**src/logic/sys_pkg.sv**
```systemverilog
package sys_pkg;

    localparam int ADDR_W = 24;  // byte address
    localparam int DATA_W = 16;

    // one byte address, read as region + offset or as i/o page + port
    typedef union packed {
        struct packed {
            logic [7:0]  region;
            logic [15:0] ofs;
        } rgn;
        struct packed {
            logic [11:0] page;
            logic [11:0] port;
        } io;
    } bus_addr_u;

    localparam logic [7:0]  REGION_WRAM = 8'h10;
    localparam logic [3:0]  REGION_VDP  = 4'h3;   // top nibble only
    localparam logic [3:0]  REGION_PAL  = 4'h4;   // top nibble only
    localparam logic [11:0] IO_PAGE     = 12'h700;

    // cabinet i/o ports inside IO_PAGE
    localparam logic [11:0] PORT_DSWC = 12'h000;
    localparam logic [11:0] PORT_DSWA = 12'h004;
    localparam logic [11:0] PORT_DSWB = 12'h008;
    localparam logic [11:0] PORT_P1   = 12'h00C;
    localparam logic [11:0] PORT_P2   = 12'h010;
    localparam logic [11:0] PORT_P3   = 12'h014;
    localparam logic [11:0] PORT_P4   = 12'h018;
    localparam logic [11:0] PORT_SYS  = 12'h01C;
    localparam logic [11:0] PORT_BANK = 12'h030;

    // bit positions in the one-hot op vector
    typedef enum logic [2:0] {
        SELECT_REG, WRITE_REG, WRITE_RAM, READ_RAM_H, READ_RAM_L, SET_RAM_PTR
    } vdp_op_e;

    typedef logic [5:0] vdp_op_t;

    // low byte-address bits of the command port
    localparam logic [3:0] VDP_OFS_PTR    = 4'h0;
    localparam logic [3:0] VDP_OFS_RAM_H  = 4'h4;
    localparam logic [3:0] VDP_OFS_RAM_L  = 4'h6;
    localparam logic [3:0] VDP_OFS_SELECT = 4'h8;
    localparam logic [3:0] VDP_OFS_CTRL   = 4'hC;

    typedef logic [6:0] joy_t;  // active high from the cabinet

endpackage

```
**src/logic/periph_bus_if.sv**
```systemverilog
`timescale 1ns/1ps

// one decoded channel from the bus front end to a single target
interface periph_bus_if
    import sys_pkg::*;
();

    logic              stb;   // open, matching, not yet acked
    logic              we;
    logic [1:0]        sel;   // byte lanes, [1] is the high byte
    bus_addr_u         adr;
    logic [DATA_W-1:0] wdat;
    logic [DATA_W-1:0] rdat;  // zero unless a read is being acked
    logic              ack;   // one-cycle pulse

    modport master (
        output stb, we, sel, adr, wdat,
        input  rdat, ack
    );

    modport target (
        input  stb, we, sel, adr, wdat,
        output rdat, ack
    );

endinterface

```
**src/logic/cabinet_io.sv**
```systemverilog
`timescale 1ns/1ps

module cabinet_io
    import sys_pkg::*;
(
    input  logic         clk96,
    input  logic         reset96,
    input  joy_t         joy1,
    input  joy_t         joy2,
    input  joy_t         joy3,
    input  joy_t         joy4,
    input  logic [1:0]   start,
    input  logic [1:0]   coin,
    input  logic         service,
    input  logic         dip_test,
    input  logic [7:0]   dipsw_a,
    input  logic [7:0]   dipsw_b,
    input  logic [7:0]   dipsw_c,
    periph_bus_if.target bus,
    output logic         oki_bank
);

    logic              page_ok;
    logic [7:0]        sys_lo;
    logic [DATA_W-1:0] rd_word;

    // board inputs are active low, bit order as the game expects
    function automatic logic [7:0] ctrl_byte(input joy_t j, input logic has_b3);
        ctrl_byte = {1'b0, has_b3 & ~j[6], ~j[5], ~j[4], ~j[0], ~j[1], ~j[2], ~j[3]};
    endfunction

    assign page_ok = bus.adr.io.page == IO_PAGE;
    assign sys_lo  = {1'b0, ~start[1], ~start[0], ~coin[1], ~coin[0], ~dip_test, 1'b0, ~service};

    always_comb begin
        rd_word = '0;
        if (page_ok) begin
            case (bus.adr.io.port)
                PORT_DSWC: rd_word = {2{dipsw_c}};
                PORT_DSWA: rd_word = {2{dipsw_a}};
                PORT_DSWB: rd_word = {2{dipsw_b}};
                PORT_P1:   rd_word = {2{ctrl_byte(joy1, 1'b0)}};
                PORT_P2:   rd_word = {2{ctrl_byte(joy2, 1'b0)}};
                PORT_P3:   rd_word = {2{ctrl_byte(joy3, 1'b1)}};  // 3rd button on p3/p4
                PORT_P4:   rd_word = {2{ctrl_byte(joy4, 1'b1)}};
                PORT_SYS:  rd_word = {dipsw_c, sys_lo};
                default:   rd_word = '0;                        // bank latch reads back 0
            endcase
        end
    end

    always_ff @(posedge clk96 or posedge reset96) begin
        if (reset96) begin
            bus.ack  <= 1'b0;
            bus.rdat <= '0;
            oki_bank <= 1'b0;
        end else begin
            bus.ack  <= bus.stb;
            bus.rdat <= (bus.stb && !bus.we) ? rd_word : '0;
            // speech sample bank, low lane only
            if (bus.stb && bus.we && page_ok && bus.adr.io.port == PORT_BANK && bus.sel[0]) begin
                oki_bank <= bus.wdat[0];
            end
        end
    end

endmodule

```
**src/flat_wrapper.sv**
```systemverilog
// flat-port wrapper written by rule: the top's interface ports become plain ports
module cabinet_io_flat import sys_pkg::*;
  (clk96, reset96, joy1, joy2, joy3, joy4, start, coin, service, dip_test, dipsw_a, dipsw_b, dipsw_c, oki_bank, bus_stb, bus_we, bus_sel, bus_adr, bus_wdat, bus_rdat, bus_ack);
  periph_bus_if bus_i ();
  input  logic clk96;
  input  logic reset96;
  input  joy_t joy1;
  input  joy_t joy2;
  input  joy_t joy3;
  input  joy_t joy4;
  input  logic [1:0] start;
  input  logic [1:0] coin;
  input  logic service;
  input  logic dip_test;
  input  logic [7:0] dipsw_a;
  input  logic [7:0] dipsw_b;
  input  logic [7:0] dipsw_c;
  output logic oki_bank;
  input wire logic [$bits(bus_i.stb)-1:0] bus_stb;
  input wire logic [$bits(bus_i.we)-1:0] bus_we;
  input wire logic [$bits(bus_i.sel)-1:0] bus_sel;
  input wire logic [$bits(bus_i.adr)-1:0] bus_adr;
  input wire logic [$bits(bus_i.wdat)-1:0] bus_wdat;
  output wire logic [$bits(bus_i.rdat)-1:0] bus_rdat;
  output wire logic [$bits(bus_i.ack)-1:0] bus_ack;
  assign bus_i.stb = bus_stb;
  assign bus_i.we = bus_we;
  assign bus_i.sel = bus_sel;
  assign bus_i.adr = bus_adr;
  assign bus_i.wdat = bus_wdat;
  assign bus_rdat = bus_i.rdat;
  assign bus_ack = bus_i.ack;
  cabinet_io u_core (.clk96(clk96), .reset96(reset96), .joy1(joy1), .joy2(joy2), .joy3(joy3), .joy4(joy4), .start(start), .coin(coin), .service(service), .dip_test(dip_test), .dipsw_a(dipsw_a), .dipsw_b(dipsw_b), .dipsw_c(dipsw_c), .bus(bus_i), .oki_bank(oki_bank));
endmodule
```
**config.mk**
```make
export PLATFORM = sky130hd
export DESIGN_NAME = cabinet_io_flat
export DESIGN_NICKNAME = d
export VERILOG_FILES = /design/src/logic/sys_pkg.sv /design/src/logic/periph_bus_if.sv /design/src/logic/cabinet_io.sv /design/src/flat_wrapper.sv
export SDC_FILE = /design/constraint.sdc
export NUM_CORES = 1
export LEC_CHECK = 0
export BUFFER_PORTS_ARGS = -buffer_cell sky130_fd_sc_hd__buf_2
export CAP_MARGIN = 40
export CORE_MARGIN = 2
export CORE_UTILIZATION = 34
export CTS_CLUSTER_DIAMETER = 100
export DETAILED_ROUTE_END_ITERATION = 7
export PLACE_DENSITY = 0.87
export SYNTH_ARGS = -nofsm -noshare
export SYNTH_HDL_FRONTEND = slang
export SYNTH_SLANG_ARGS = --single-unit
export TNS_END_PERCENT = 100
```
**constraint.sdc**
```tcl
create_clock -name clk96 -period 0.9 [get_ports clk96]
set_input_delay 0 -clock clk96 [delete_from_list [all_inputs] [get_ports clk96]]
set_output_delay 0 -clock clk96 [all_outputs]
set_load 0.01 [all_outputs]
```
# After elaboration in Yosys (flattened, before gate mapping)

Index checks and enable logic that the tools add are counted.
W data, S select, Z words.

Equal/unequal tests: 9
Multiplexer cells: 3
Bitwise operators: 32
Reductions and logical operators: 7

Operator list:

| kind                   | count |
|---|---|
| $pmux W16 S8           | 1 |
| $eq A12 B5 Y1 const B  | 4 |
| $mux W16               | 2 |
| $not A1 Y1             | 32 |
| $eq A12 B4 Y1 const B  | 2 |
| $eq A12 B11 Y1 const B | 1 |
| $eq A12 B3 Y1 const B  | 1 |
| $eq A12 B6 Y1 const B  | 1 |
| $logic_not A12 Y1      | 1 |
| $logic_and A1 B1 Y1    | 5 |
| $logic_not A1 Y1       | 1 |

Register bits after elaboration: 18
Output and inout port bits: 18

# Depth between registers and ports, before layout

Gate-level depths: netlist of the first run.

Word-level depth: 4
Mapped depth: 6

# Worst setup path before layout of the first run

OpenSTA, ideal clock, no wires.

Kind: input port to flip-flop
From: input port bus_adr[7]
To: register u_core.bus.rdat[5]
Arrival time: 1.237 ns
Required time: 0.823 ns
Slack: -0.414 ns
Stages: 6
Path buffers: 2
Cell sequence: nor4_2 -> nand2_1 -> or4b_1 -> buf_2 -> buf_6 -> a21oi_1

Word-level cells in the longest chain between the ends: 4
Elaborated cells between the ends (all ways): 11
Those cells by class: 7 x eq/ne; 3 x mux; 1 x reduce/logical

RTL lines:

| element                               | RTL line            | source |
|---|---|---|
| from (decl)                           | flat_wrapper.sv:22  | `input wire logic [$bits(bus_i.adr)-1:0] bus_adr;` |
| $eq A12 B5 Y1 (tied with other cells) | cabinet_io.sv:38    | `case (bus.adr.io.port)` |
| $pmux W16 S8 (*)                      | cabinet_io.sv:38    |  |
| $mux W16 (*)                          | cabinet_io.sv:37    | `if (page_ok) begin` |
| $mux W16 (*)                          | cabinet_io.sv:59    | `bus.rdat <= (bus.stb && !bus.we) ? rd_word : '0;` |
| to (signal assigned)                  | cabinet_io.sv:59    |  |
| to (decl)                             | periph_bus_if.sv:23 | `output rdat, ack` |

Mark *: on every way between the ends. The rest lies on a longest branch, timed or not.
A chain may end at the register's enable or synchronous reset.

# Worst setup path in the final report of the first run

From: input port bus_adr[15]
To: register u_core.bus.rdat[5]

Word-level cells in the longest chain between the ends: 3

RTL lines:

| element        | RTL line         | source |
|---|---|---|
| $eq A12 B11 Y1 | cabinet_io.sv:32 | `assign page_ok = bus.adr.io.page == IO_PAGE;` |
| $mux W16       | cabinet_io.sv:37 |  |
| $mux W16       | cabinet_io.sv:59 |  |

No other way between the ends.

==> results.yml, run 1 <==
sta:
  rsz0062_at_grt: "true"
  post-route-min-period_ps: 1217
  skew_ps: 0
  layout_setup_ws_ps: -316.9
  max-slew-margin-rel_pct: 74.15
  hold_ws_ps: 4.320
  min_period_over_period_pct: 135.2
  report.final.slew_viol_count: 0
  finalSetupViolations: 17
  clock.fmax_mhz: 821.8
  hold_viol_final: 0
  worst_pin_slew_ps: 384.3
pwr:
  leakage_nw: 1.042
  power.density_nw_per_um2: 870.2
  peakVddDrop_v: 0.0003390
logic_synthesis:
  yosysWarningCount: 0
  netlist.area_leader.share_pct: 38.83
  synth_seq_cells: 18
  syn_avg_cell_area_um2: 9.205
  synth_seq_area_share_pct: 38.83
  netlist_area_um2: 1160
  synth_fp_nets: 230
  synth_top_area_cell: "dfrtp_1"
  synthesis.instances: 126
  netlist_top_cells_area: "dfrtp_1, o221ai_1, a21oi_1"
  synth_cell_types: 29
clocking:
  clock-sinks: 18
  clock_path_buffers: 2
  insertion_delay_ps: 290
  clk_pin_slew_worst_paths_ps: 90
  htreeDepth: 1
  cts_tree: "yes"
  cts_root_buf: "clkbuf_4"
  cts_made_buffers: 3
hold_path:
  holdPathEnd: "u_core.bus.rdat[15]$_DFF_PP0_"
  hold_path.startpoint: "dipsw_c[7]"
  hp-class: "input port to flop"
  hold_depth: 3
global_route:
  grt_overflow: 0
  grt_pass1_vias: 1458
  antenna_found_initial: 0
  grt_max_degree: 19
  grt_usage_pct: 20.91
  grt_pass1_wl_um: 6513
critical_path:
  r2r-start: "u_core.oki_bank$_DFFE_PP0P_"
  worst-path-max-fanout: 14
  reg2reg_to: "u_core.oki_bank$_DFFE_PP0P_"
  cp-end-kind: "flop"
  critPathRequiredTime_ps: 1120
  rrSetupSlack_ps: 120
  cp.arrival_ps: 1430
  cp-start-kind: "input port"
  reg2reg_depth: 1
  crit_type: "input port to flop"
layout:
  diodes: 0
  layout.nets: 355
  drive_gt1_share_pct: 54.22
  fin_cells: 295
  fillers: 309
  syn_to_final_growth_pct: 73.25
place:
  globalplace.congestion: 0.9245
  hpwlAfterDp_um: 3038
  dp.cells: 278
  post-place-ws_ps: -747.8
  portBuffers: 103
drt:
  wl_per_cell_um: 13.50
  routed_wl_um: 3983
  ant_nets: 0
  drc_errors: 0
  drt_iter0_drc: 28
  num_vias: 1430
  drt-pass1-iter-count: 4
  vias_per_cell: 4.847
floorplan:
  die_h_um: 62.41
  num_rows: 21
  start_util_pct: 35.03
  die-area_um2: 3894
  fp.dieW_um: 62.41
  core_area_um2: 3311
  pin_count: 122
flow_run:
  max_cap_viol_count: 0
status:
  violations: "setup timing"
  outcome: "complete, but fails checks"
[what timing repair did]
| action | 4_1_cts | 5_1_grt |
|---|---|---|
| hold buffers | 13 | 1 |
| endpoints found under the setup margin | 17 | 17 |
| hold endpoints to repair | 30 | 1 |
| pin swaps | 2 | 2 |
| gates resized for setup | 8 | 3 |
| setup buffers | 0 | 0 |
[metrics by stage]
step           total power, W  cell area (um^2)  TNS, ps  utilization (%)
2_1_floorplan        0.001036              1171    -5943                -
3_3_place_gp         0.001294              1790    -8787            54.08
3_5_place_dp         0.001305              1790   -11020            54.08
4_1_cts              0.001730              1987    -4022            60.02
5_1_grt              0.001847              2009    -5548            60.70
6_report             0.001749              2009    -4659            60.70
[area by class of cell]
class / instances / area, um^2 / area share [%]
Inverter: 5 / 18.77 / 0.9340
Timing Repair Buffer: 130 / 773.2 / 38.48
Sequential cell: 18 / 450.4 / 22.42
Tap cell: 46 / 57.56 / 2.864
Multi-Input combinational cell: 93 / 686.9 / 34.18
Clock buffer: 3 / 22.52 / 1.121
[Yosys cell counts]
library cell	count
o22ai_1	2
nand3_1	1
nor4_2	1
mux2_2	7
nor4b_1	1
inv_1	5
o221ai_1	13
dfrtp_1	18
or2_2	1
clkbuf_1	5
nor3b_1	1
nor3_1	2
a21oi_1	20
nor4_1	2
nand4_1	1
mux2i_1	1
nor4bb_1	1
nand2_1	9
mux2_1	6
buf_6	1
buf_1	1
and3_1	1
nand4b_1	1
nor2_1	10
or4b_1	1
nand2b_1	9
nor4_4	1
buf_2	3
or3_1	1
[how the worst max path moves through the flow]
stage	startpoint	endpoint	slack, ps	cells past startpoint
2_1_floorplan	bus_adr[11]	u_core.bus.rdat[5]$_DFF_PP0_	-400	6
3_3_place_gp	bus_adr[19]	u_core.bus.rdat[9]$_DFF_PP0_	-540	6
3_5_place_dp	bus_adr[19]	u_core.bus.rdat[9]$_DFF_PP0_	-750	6
4_1_cts	bus_adr[18]	u_core.bus.rdat[15]$_DFF_PP0_	-280	6
5_1_grt	bus_adr[18]	u_core.bus.rdat[8]$_DFF_PP0_	-370	6
6_report	bus_adr[15]	u_core.bus.rdat[5]$_DFF_PP0_	-320	6
[per-layer routing]
| metal | wire, um | track usage, % | vias to the layer above |
|---|---|---|---|
| met1 | 1608 | 24.34 | 647 |
| met5 | 0 | 0 | - |
| li1 | - | - | 717 |
| met3 | 189 | 1.982 | 8 |
| met2 | 2073 | 37.63 | 58 |
| met4 | 112 | 11.39 | 0 |
[cell families (layout without fill, tap and decap cells)]
logic type,after synthesis,in the layout,synth area share (%)
flip-flops,18,18,38.83
multiplexers,14,14,13.48
buffers and inverters,15,138,5.825
AO/OA/AOI/OAI,35,35,19.53
AND/OR/NAND/NOR,44,44,22.33
[report_power, final]
group	internal, W	switching [W]
clock network	0.000156	0.000226
registers	0.000810	0.000000656
logic	0.000318	0.000237
[sequential cells by signal (all words and copies together), names as in the netlist]
name	flops
u_core.bus.rdat	16
u_core.bus.ack	1
u_core.oki_bank	1
[layout by cell type (no fill, tap or decap)]
cell             n
buf_2          101
a21oi_1         18
dfrtp_1         18
dlygate4sd3_1   14
o221ai_1        13
buf_4           12
nor2_1          10
nand2_1          9
nand2b_1         9
mux2_2           7
mux2_1           6
inv_1            5
clkbuf_4         3
nor4_1           2
nor4_4           2
o22ai_1          2
a21oi_2          2
buf_6            2
nor4bb_4         1
nand4b_1         1
or4b_4           1
nor4b_1          1
nand3_1          1
nor3b_2          1
and3_1           1
nor3_2           1
or2_2            1
mux2i_1          1
nor3_1           1
nand4_1          1
or3_1            1
buf_8            1
[worst max-delay path, cell delays in order]
cell	delay, ps
buf_2	100
nor4_1	330
nand2_1	120
or4b_4	570
buf_6	170
a21oi_1	130
Power figures use the tool's default switching activity.
==> run 2, diff against run 1 <==
Settings changed: CORE_UTILIZATION 34 to 31, PLACE_DENSITY 0.87 to 0.84.
Clock period 0.9 ns to 1.05 ns, I/O delays scaled along.
==> results.yml, run 2 (synthesized netlist as in run 1, its figures left out) <==
status:
  outcome: "complete, but fails checks"
  violations: "setup timing"
sta:
  hold_ws_ps: 9.835
  min_period_over_period_pct: 119.0
  finalSetupViolations: 17
  post-route-min-period_ps: 1249
  rsz0062_at_grt: "true"
  hold_viol_final: 0
  skew_ps: 0
  worst_pin_slew_ps: 657.4
  setup_tns_ps: -2730
  report.final.slew_viol_count: 0
  max-slew-margin-rel_pct: 56.13
  clock.fmax_mhz: 800.5
  layout_setup_ws_ps: -199.2
critical_path:
  rrSetupSlack_ps: 290
  reg2reg_depth: 1
  r2r-start: "u_core.oki_bank$_DFFE_PP0P_"
  worst-path-max-fanout: 7
  crit_type: "input port to flop"
  cp-start-kind: "input port"
  reg2reg_to: "u_core.oki_bank$_DFFE_PP0P_"
  cp.arrival_ps: 1430
  cp-end-kind: "flop"
  critPathRequiredTime_ps: 1230
pwr:
  p_clk_share_pct: 31.8
  p_seq_share_pct: 40.3
  power.density_nw_per_um2: 826.8
  switchingPower_w: 0.0004341
  peakVddDrop_v: 0.0003954
  power_frac_comb_pct: 27.9
  swShare_pct: 25.14
  total_power_w: 0.001726
  leakage_nw: 1.051
  intPower_w: 0.001292
layout:
  diodes: 0
  layout_commonest_cell: "buf_2"
  largest_reg_flops: 16
  fillers: 336
  largest_register: "u_core.bus.rdat"
  final_cell_mix: "buf_2, dfrtp_1, o221ai_1"
  fin_area_um2: 2088
  layout.nets: 350
  multiInputGateArea_um2: 743.2
  drive_gt1_share_pct: 60.82
  syn_to_final_growth_pct: 80.04
  regArea_um2: 450.4
  reg_top3: "u_core.bus.rdat x16, u_core.bus.ack x1, u_core.oki_bank x1"
floorplan:
  num_rows: 22
  core_area_um2: 3633
  die-area_um2: 4246
  pin_count: 122
  fp.dieW_um: 65.17
  start_util_pct: 31.92
  die_h_um: 65.17
flow_run:
  max_cap_viol_count: 0
drt:
  drt-pass1-iter-count: 4
  vias_per_cell: 4.816
  num_vias: 1411
  routed_wl_um: 4109
  drc_errors: 0
  wl_per_cell_um: 14.02
  ant_nets: 0
  drt_iter0_drc: 41
hold_path:
  holdPathEnd: "u_core.bus.rdat[11]$_DFF_PP0_"
  hold_path.startpoint: "dipsw_c[3]"
  hold_depth: 3
  hp-class: "input port to flop"
clocking:
  cts_made_buffers: 3
  insertion_delay_ps: 250
  cts_root_buf: "clkbuf_8"
  clock-sinks: 18
  clk_pin_slew_worst_paths_ps: 60
  clock_path_buffers: 2
  cts_tree: "yes"
  htreeDepth: 1
global_route:
  grt_max_degree: 19
  grt_pass1_vias: 1438
  grt_usage_pct: 17.65
  grt_overflow: 0
  grt_pass1_wl_um: 5871
  antenna_found_initial: 0
place:
  globalplace.congestion: 0.8288
  portBuffers: 103
  dpl_cell_area_um2: 1805
  hpwlAfterDp_um: 3008
==> run 2: routing by layer <==
| metal | vias up | wire, um | GRT usage [%] |
|---|---|---|---|
| li1 | 704 | - | - |
| met2 | 57 | 2166 | 31.51 |
| met4 | 0 | 102 | 8.854 |
| met5 | - | 0 | 0 |
| met3 | 11 | 225 | 2.226 |
| met1 | 639 | 1615 | 20.70 |
==> run 2: stage by stage <==
| step | std cells | utilization, % | worst slack, ps |
|---|---|---|---|
| finish | 293 | 57.47 | -199.2 |
| global route | 293 | 57.47 | -267.2 |
| CTS | 291 | 53.34 | -134.7 |
| detailed placement | 280 | 49.69 | -459.0 |
| global placement | 280 | 49.69 | -394.4 |
| floorplan | 126 | - | -246.0 |
==> run 2: final cells by class <==
type / instances / share of cell area [%]
Clock buffer: 4 / 2.636
Inverter: 5 / 0.8987
Multi-Input combinational cell: 93 / 35.59
Sequential cell: 18 / 21.57
Tap cell: 48 / 2.876
Timing Repair Buffer: 125 / 36.43
==> run 2: critical path: stages <==
cell and delay [ps]:
buf_2 110, nor4_2 290, nand2_1 120, or4b_4 600, clkbuf_16 200, a21oi_2 100
==> run 2: power by group through the flow <==
| stage | clock [W] | sequential (W) | combinational (W) |
|---|---|---|---|
| after global placement | 0 | 0.000709 | 0.000408 |
| after global routing | 0.000595 | 0.000695 | 0.000528 |
| final | 0.000549 | 0.000696 | 0.000481 |
| after floorplan | 0 | 0.000710 | 0.000178 |
| after detailed placement | 0 | 0.000709 | 0.000415 |
| after CTS | 0.000556 | 0.000696 | 0.000438 |
==> run 2: worst max path at each step <==
stage / start / cells after the start / slack, ps / to
after detailed placement: bus_adr[19] / 6 / -460 / u_core.bus.rdat[0]$_DFF_PP0_
after global placement: bus_adr[7] / 6 / -390 / u_core.bus.rdat[5]$_DFF_PP0_
after CTS: bus_adr[18] / 6 / -130 / u_core.bus.rdat[0]$_DFF_PP0_
after global routing: bus_adr[20] / 6 / -270 / u_core.bus.rdat[0]$_DFF_PP0_
final: bus_adr[15] / 6 / -200 / u_core.bus.rdat[0]$_DFF_PP0_
after floorplan: bus_adr[11] / 6 / -250 / u_core.bus.rdat[5]$_DFF_PP0_
==> run 2: timing repair <==
item / in CTS / in global routing
pin swaps: 2 / 5
hold buffers: 7 / 0
cloned: 0 / 1
hold endpoints to repair: 24 / 0
endpoints found under the setup margin: 17 / 17
resized for setup: 2 / 25
buffers inserted: 0 / 1
==> run 3, diff against run 2 <==
Settings changed: CORE_UTILIZATION 31 to 35, PLACE_DENSITY 0.84 to 0.89.
Clock period 1.05 ns to 1.15 ns, I/O delays scaled along.
==> results.yml, run 3 (synthesized netlist as in run 1, its figures left out) <==
critical_path:
  crit_type: "input port to flop"
  worst-path-max-fanout: 7
  reg2reg_depth: 1
  critPathRequiredTime_ps: 1370
  cp-end-kind: "flop"
  cp-start-kind: "input port"
  cp.arrival_ps: 1430
layout:
  drive_gt1_share_pct: 60.32
  reg_top3: "u_core.bus.rdat x16, u_core.bus.ack x1, u_core.oki_bank x1"
  layout_commonest_cell: "buf_2"
  largest_register: "u_core.bus.rdat"
  syn_to_final_growth_pct: 86.19
  largest_reg_flops: 16
  diodes: 0
  layout.nets: 357
  fillers: 259
  final_cell_mix: "buf_2, dfrtp_1, dlygate4sd3_1"
  fin_cells: 296
sta:
  min_period_over_period_pct: 105.5
  skew_ps: 0
  report.final.slew_viol_count: 0
  rsz0062_at_grt: "true"
  worst_pin_slew_ps: 509.6
  max-slew-margin-rel_pct: 65.95
  hold_viol_final: 0
  finalSetupViolations: 14
  post-route-min-period_ps: 1214
  clock.fmax_mhz: 824.0
  layout_setup_ws_ps: -63.61
  hold_ws_ps: 43.70
pwr:
  p_seq_share_pct: 42.9
  intPower_w: 0.001085
  switchingPower_w: 0.0003934
  swShare_pct: 26.61
  power.density_nw_per_um2: 684.7
  leakage_nw: 1.072
  peakVddDrop_v: 0.0002992
  power_frac_comb_pct: 31.8
  p_clk_share_pct: 25.2
floorplan:
  num_rows: 20
  core_area_um2: 3103
  die-area_um2: 3790
  start_util_pct: 37.38
  die_h_um: 61.57
  fp.dieW_um: 61.57
  pin_count: 122
hold_path:
  hp-class: "input port to flop"
  hold_depth: 3
flow_run:
  max_cap_viol_count: 0
clocking:
  clock_path_buffers: 2
  clock-sinks: 18
  clk_pin_slew_worst_paths_ps: 100
  insertion_delay_ps: 280
  htreeDepth: 1
  cts_tree: "yes"
  cts_root_buf: "clkbuf_4"
  cts_made_buffers: 3
drt:
  drc_errors: 0
  routed_wl_um: 4350
  num_vias: 1481
  wl_per_cell_um: 14.70
  drt_iter0_drc: 62
  ant_nets: 0
  drt-pass1-iter-count: 4
  vias_per_cell: 5.003
global_route:
  grt_max_degree: 19
  antenna_found_initial: 0
  grt_pass1_wl_um: 6348
  grt_overflow: 0
  grt_pass1_vias: 1480
  grt_usage_pct: 22.76
status:
  outcome: "complete, but fails checks"
  violations: "setup timing"
place:
  dp.cells: 274
  globalplace.congestion: 0.7266
  portBuffers: 103
  hpwlAfterDp_um: 3014
[run 3: metrics by stage]
step	util, %	total power [W]	setup WS, ps	instance area, um^2	setup TNS, ps
2_1_floorplan	-	0.0008105	-146.0	1171	-1695
3_3_place_gp	57.54	0.001015	-290.4	1785	-4580
3_5_place_dp	57.54	0.001023	-445.0	1785	-6648
4_1_cts	68.31	0.001452	-60.32	2120	-277.7
5_1_grt	69.60	0.001562	-87.66	2160	-860.6
6_report	69.60	0.001479	-63.61	2160	-497.7
[run 3: path summary, 6_finish.rpt]
| path | from | end | slack [ps] |
|---|---|---|---|
| worst min-delay path | dipsw_c[6] | u_core.bus.rdat[14]$_DFF_PP0_ | 40 |
| min in group asynchronous | reset96 | u_core.bus.rdat[9]$_DFF_PP0_ | 250 |
| worst max-delay path | bus_adr[18] | u_core.bus.rdat[11]$_DFF_PP0_ | -60 |
| worst max register to register | u_core.oki_bank$_DFFE_PP0P_ | u_core.oki_bank$_DFFE_PP0P_ | 380 |
| worst min register to register | u_core.oki_bank$_DFFE_PP0P_ | u_core.oki_bank$_DFFE_PP0P_ | 500 |
| max in group asynchronous | reset96 | u_core.bus.rdat[0]$_DFF_PP0_ | 710 |
[run 3: final cells by class]
cell class / instances / area, um^2 / area share [%]
inverters: 5 / 18.77 / 0.8691
flip-flops and latches: 18 / 450.4 / 20.86
well taps: 44 / 55.05 / 2.549
multi-input cells: 93 / 767.0 / 35.52
repair buffers: 132 / 832.0 / 38.53
clock buffers: 4 / 36.28 / 1.680
[run 3: repair_timing]
item / in CTS / in global routing
hold buffers: 15 / 0
hold endpoints to repair: 32 / 0
resized for setup: 25 / 7
setup endpoints to repair: 15 / 17
buffers inserted: 2 / 0
pin swaps: 4 / 4
gates cloned: 1 / 0
[run 3: critical path: stages]
cell,delay [ps]
buf_6,90
nor4bb_4,270
nand4b_1,170
or4b_4,590
buf_8,180
a21oi_2,120
[run 3: power by group through the flow]
stage               clock network (W)  logic [W]  registers, W
floorplan                           0   0.000162      0.000648
CTS                          0.000372   0.000446      0.000635
finish                       0.000373   0.000471      0.000635
global route                 0.000416   0.000511      0.000635
detailed placement                  0   0.000376      0.000647
global placement                    0   0.000368      0.000647
[run 3: per-layer routing]
| layer | vias up | part of all wire (%) | GRT usage, % |
|---|---|---|---|
| met5 | - | 0 | 0 |
| met4 | 0 | 3.8 | 12.16 |
| met3 | 14 | 4.4 | 2.311 |
| met2 | 61 | 52 | 39.70 |
| met1 | 684 | 39 | 27.37 |
| li1 | 722 | - | - |
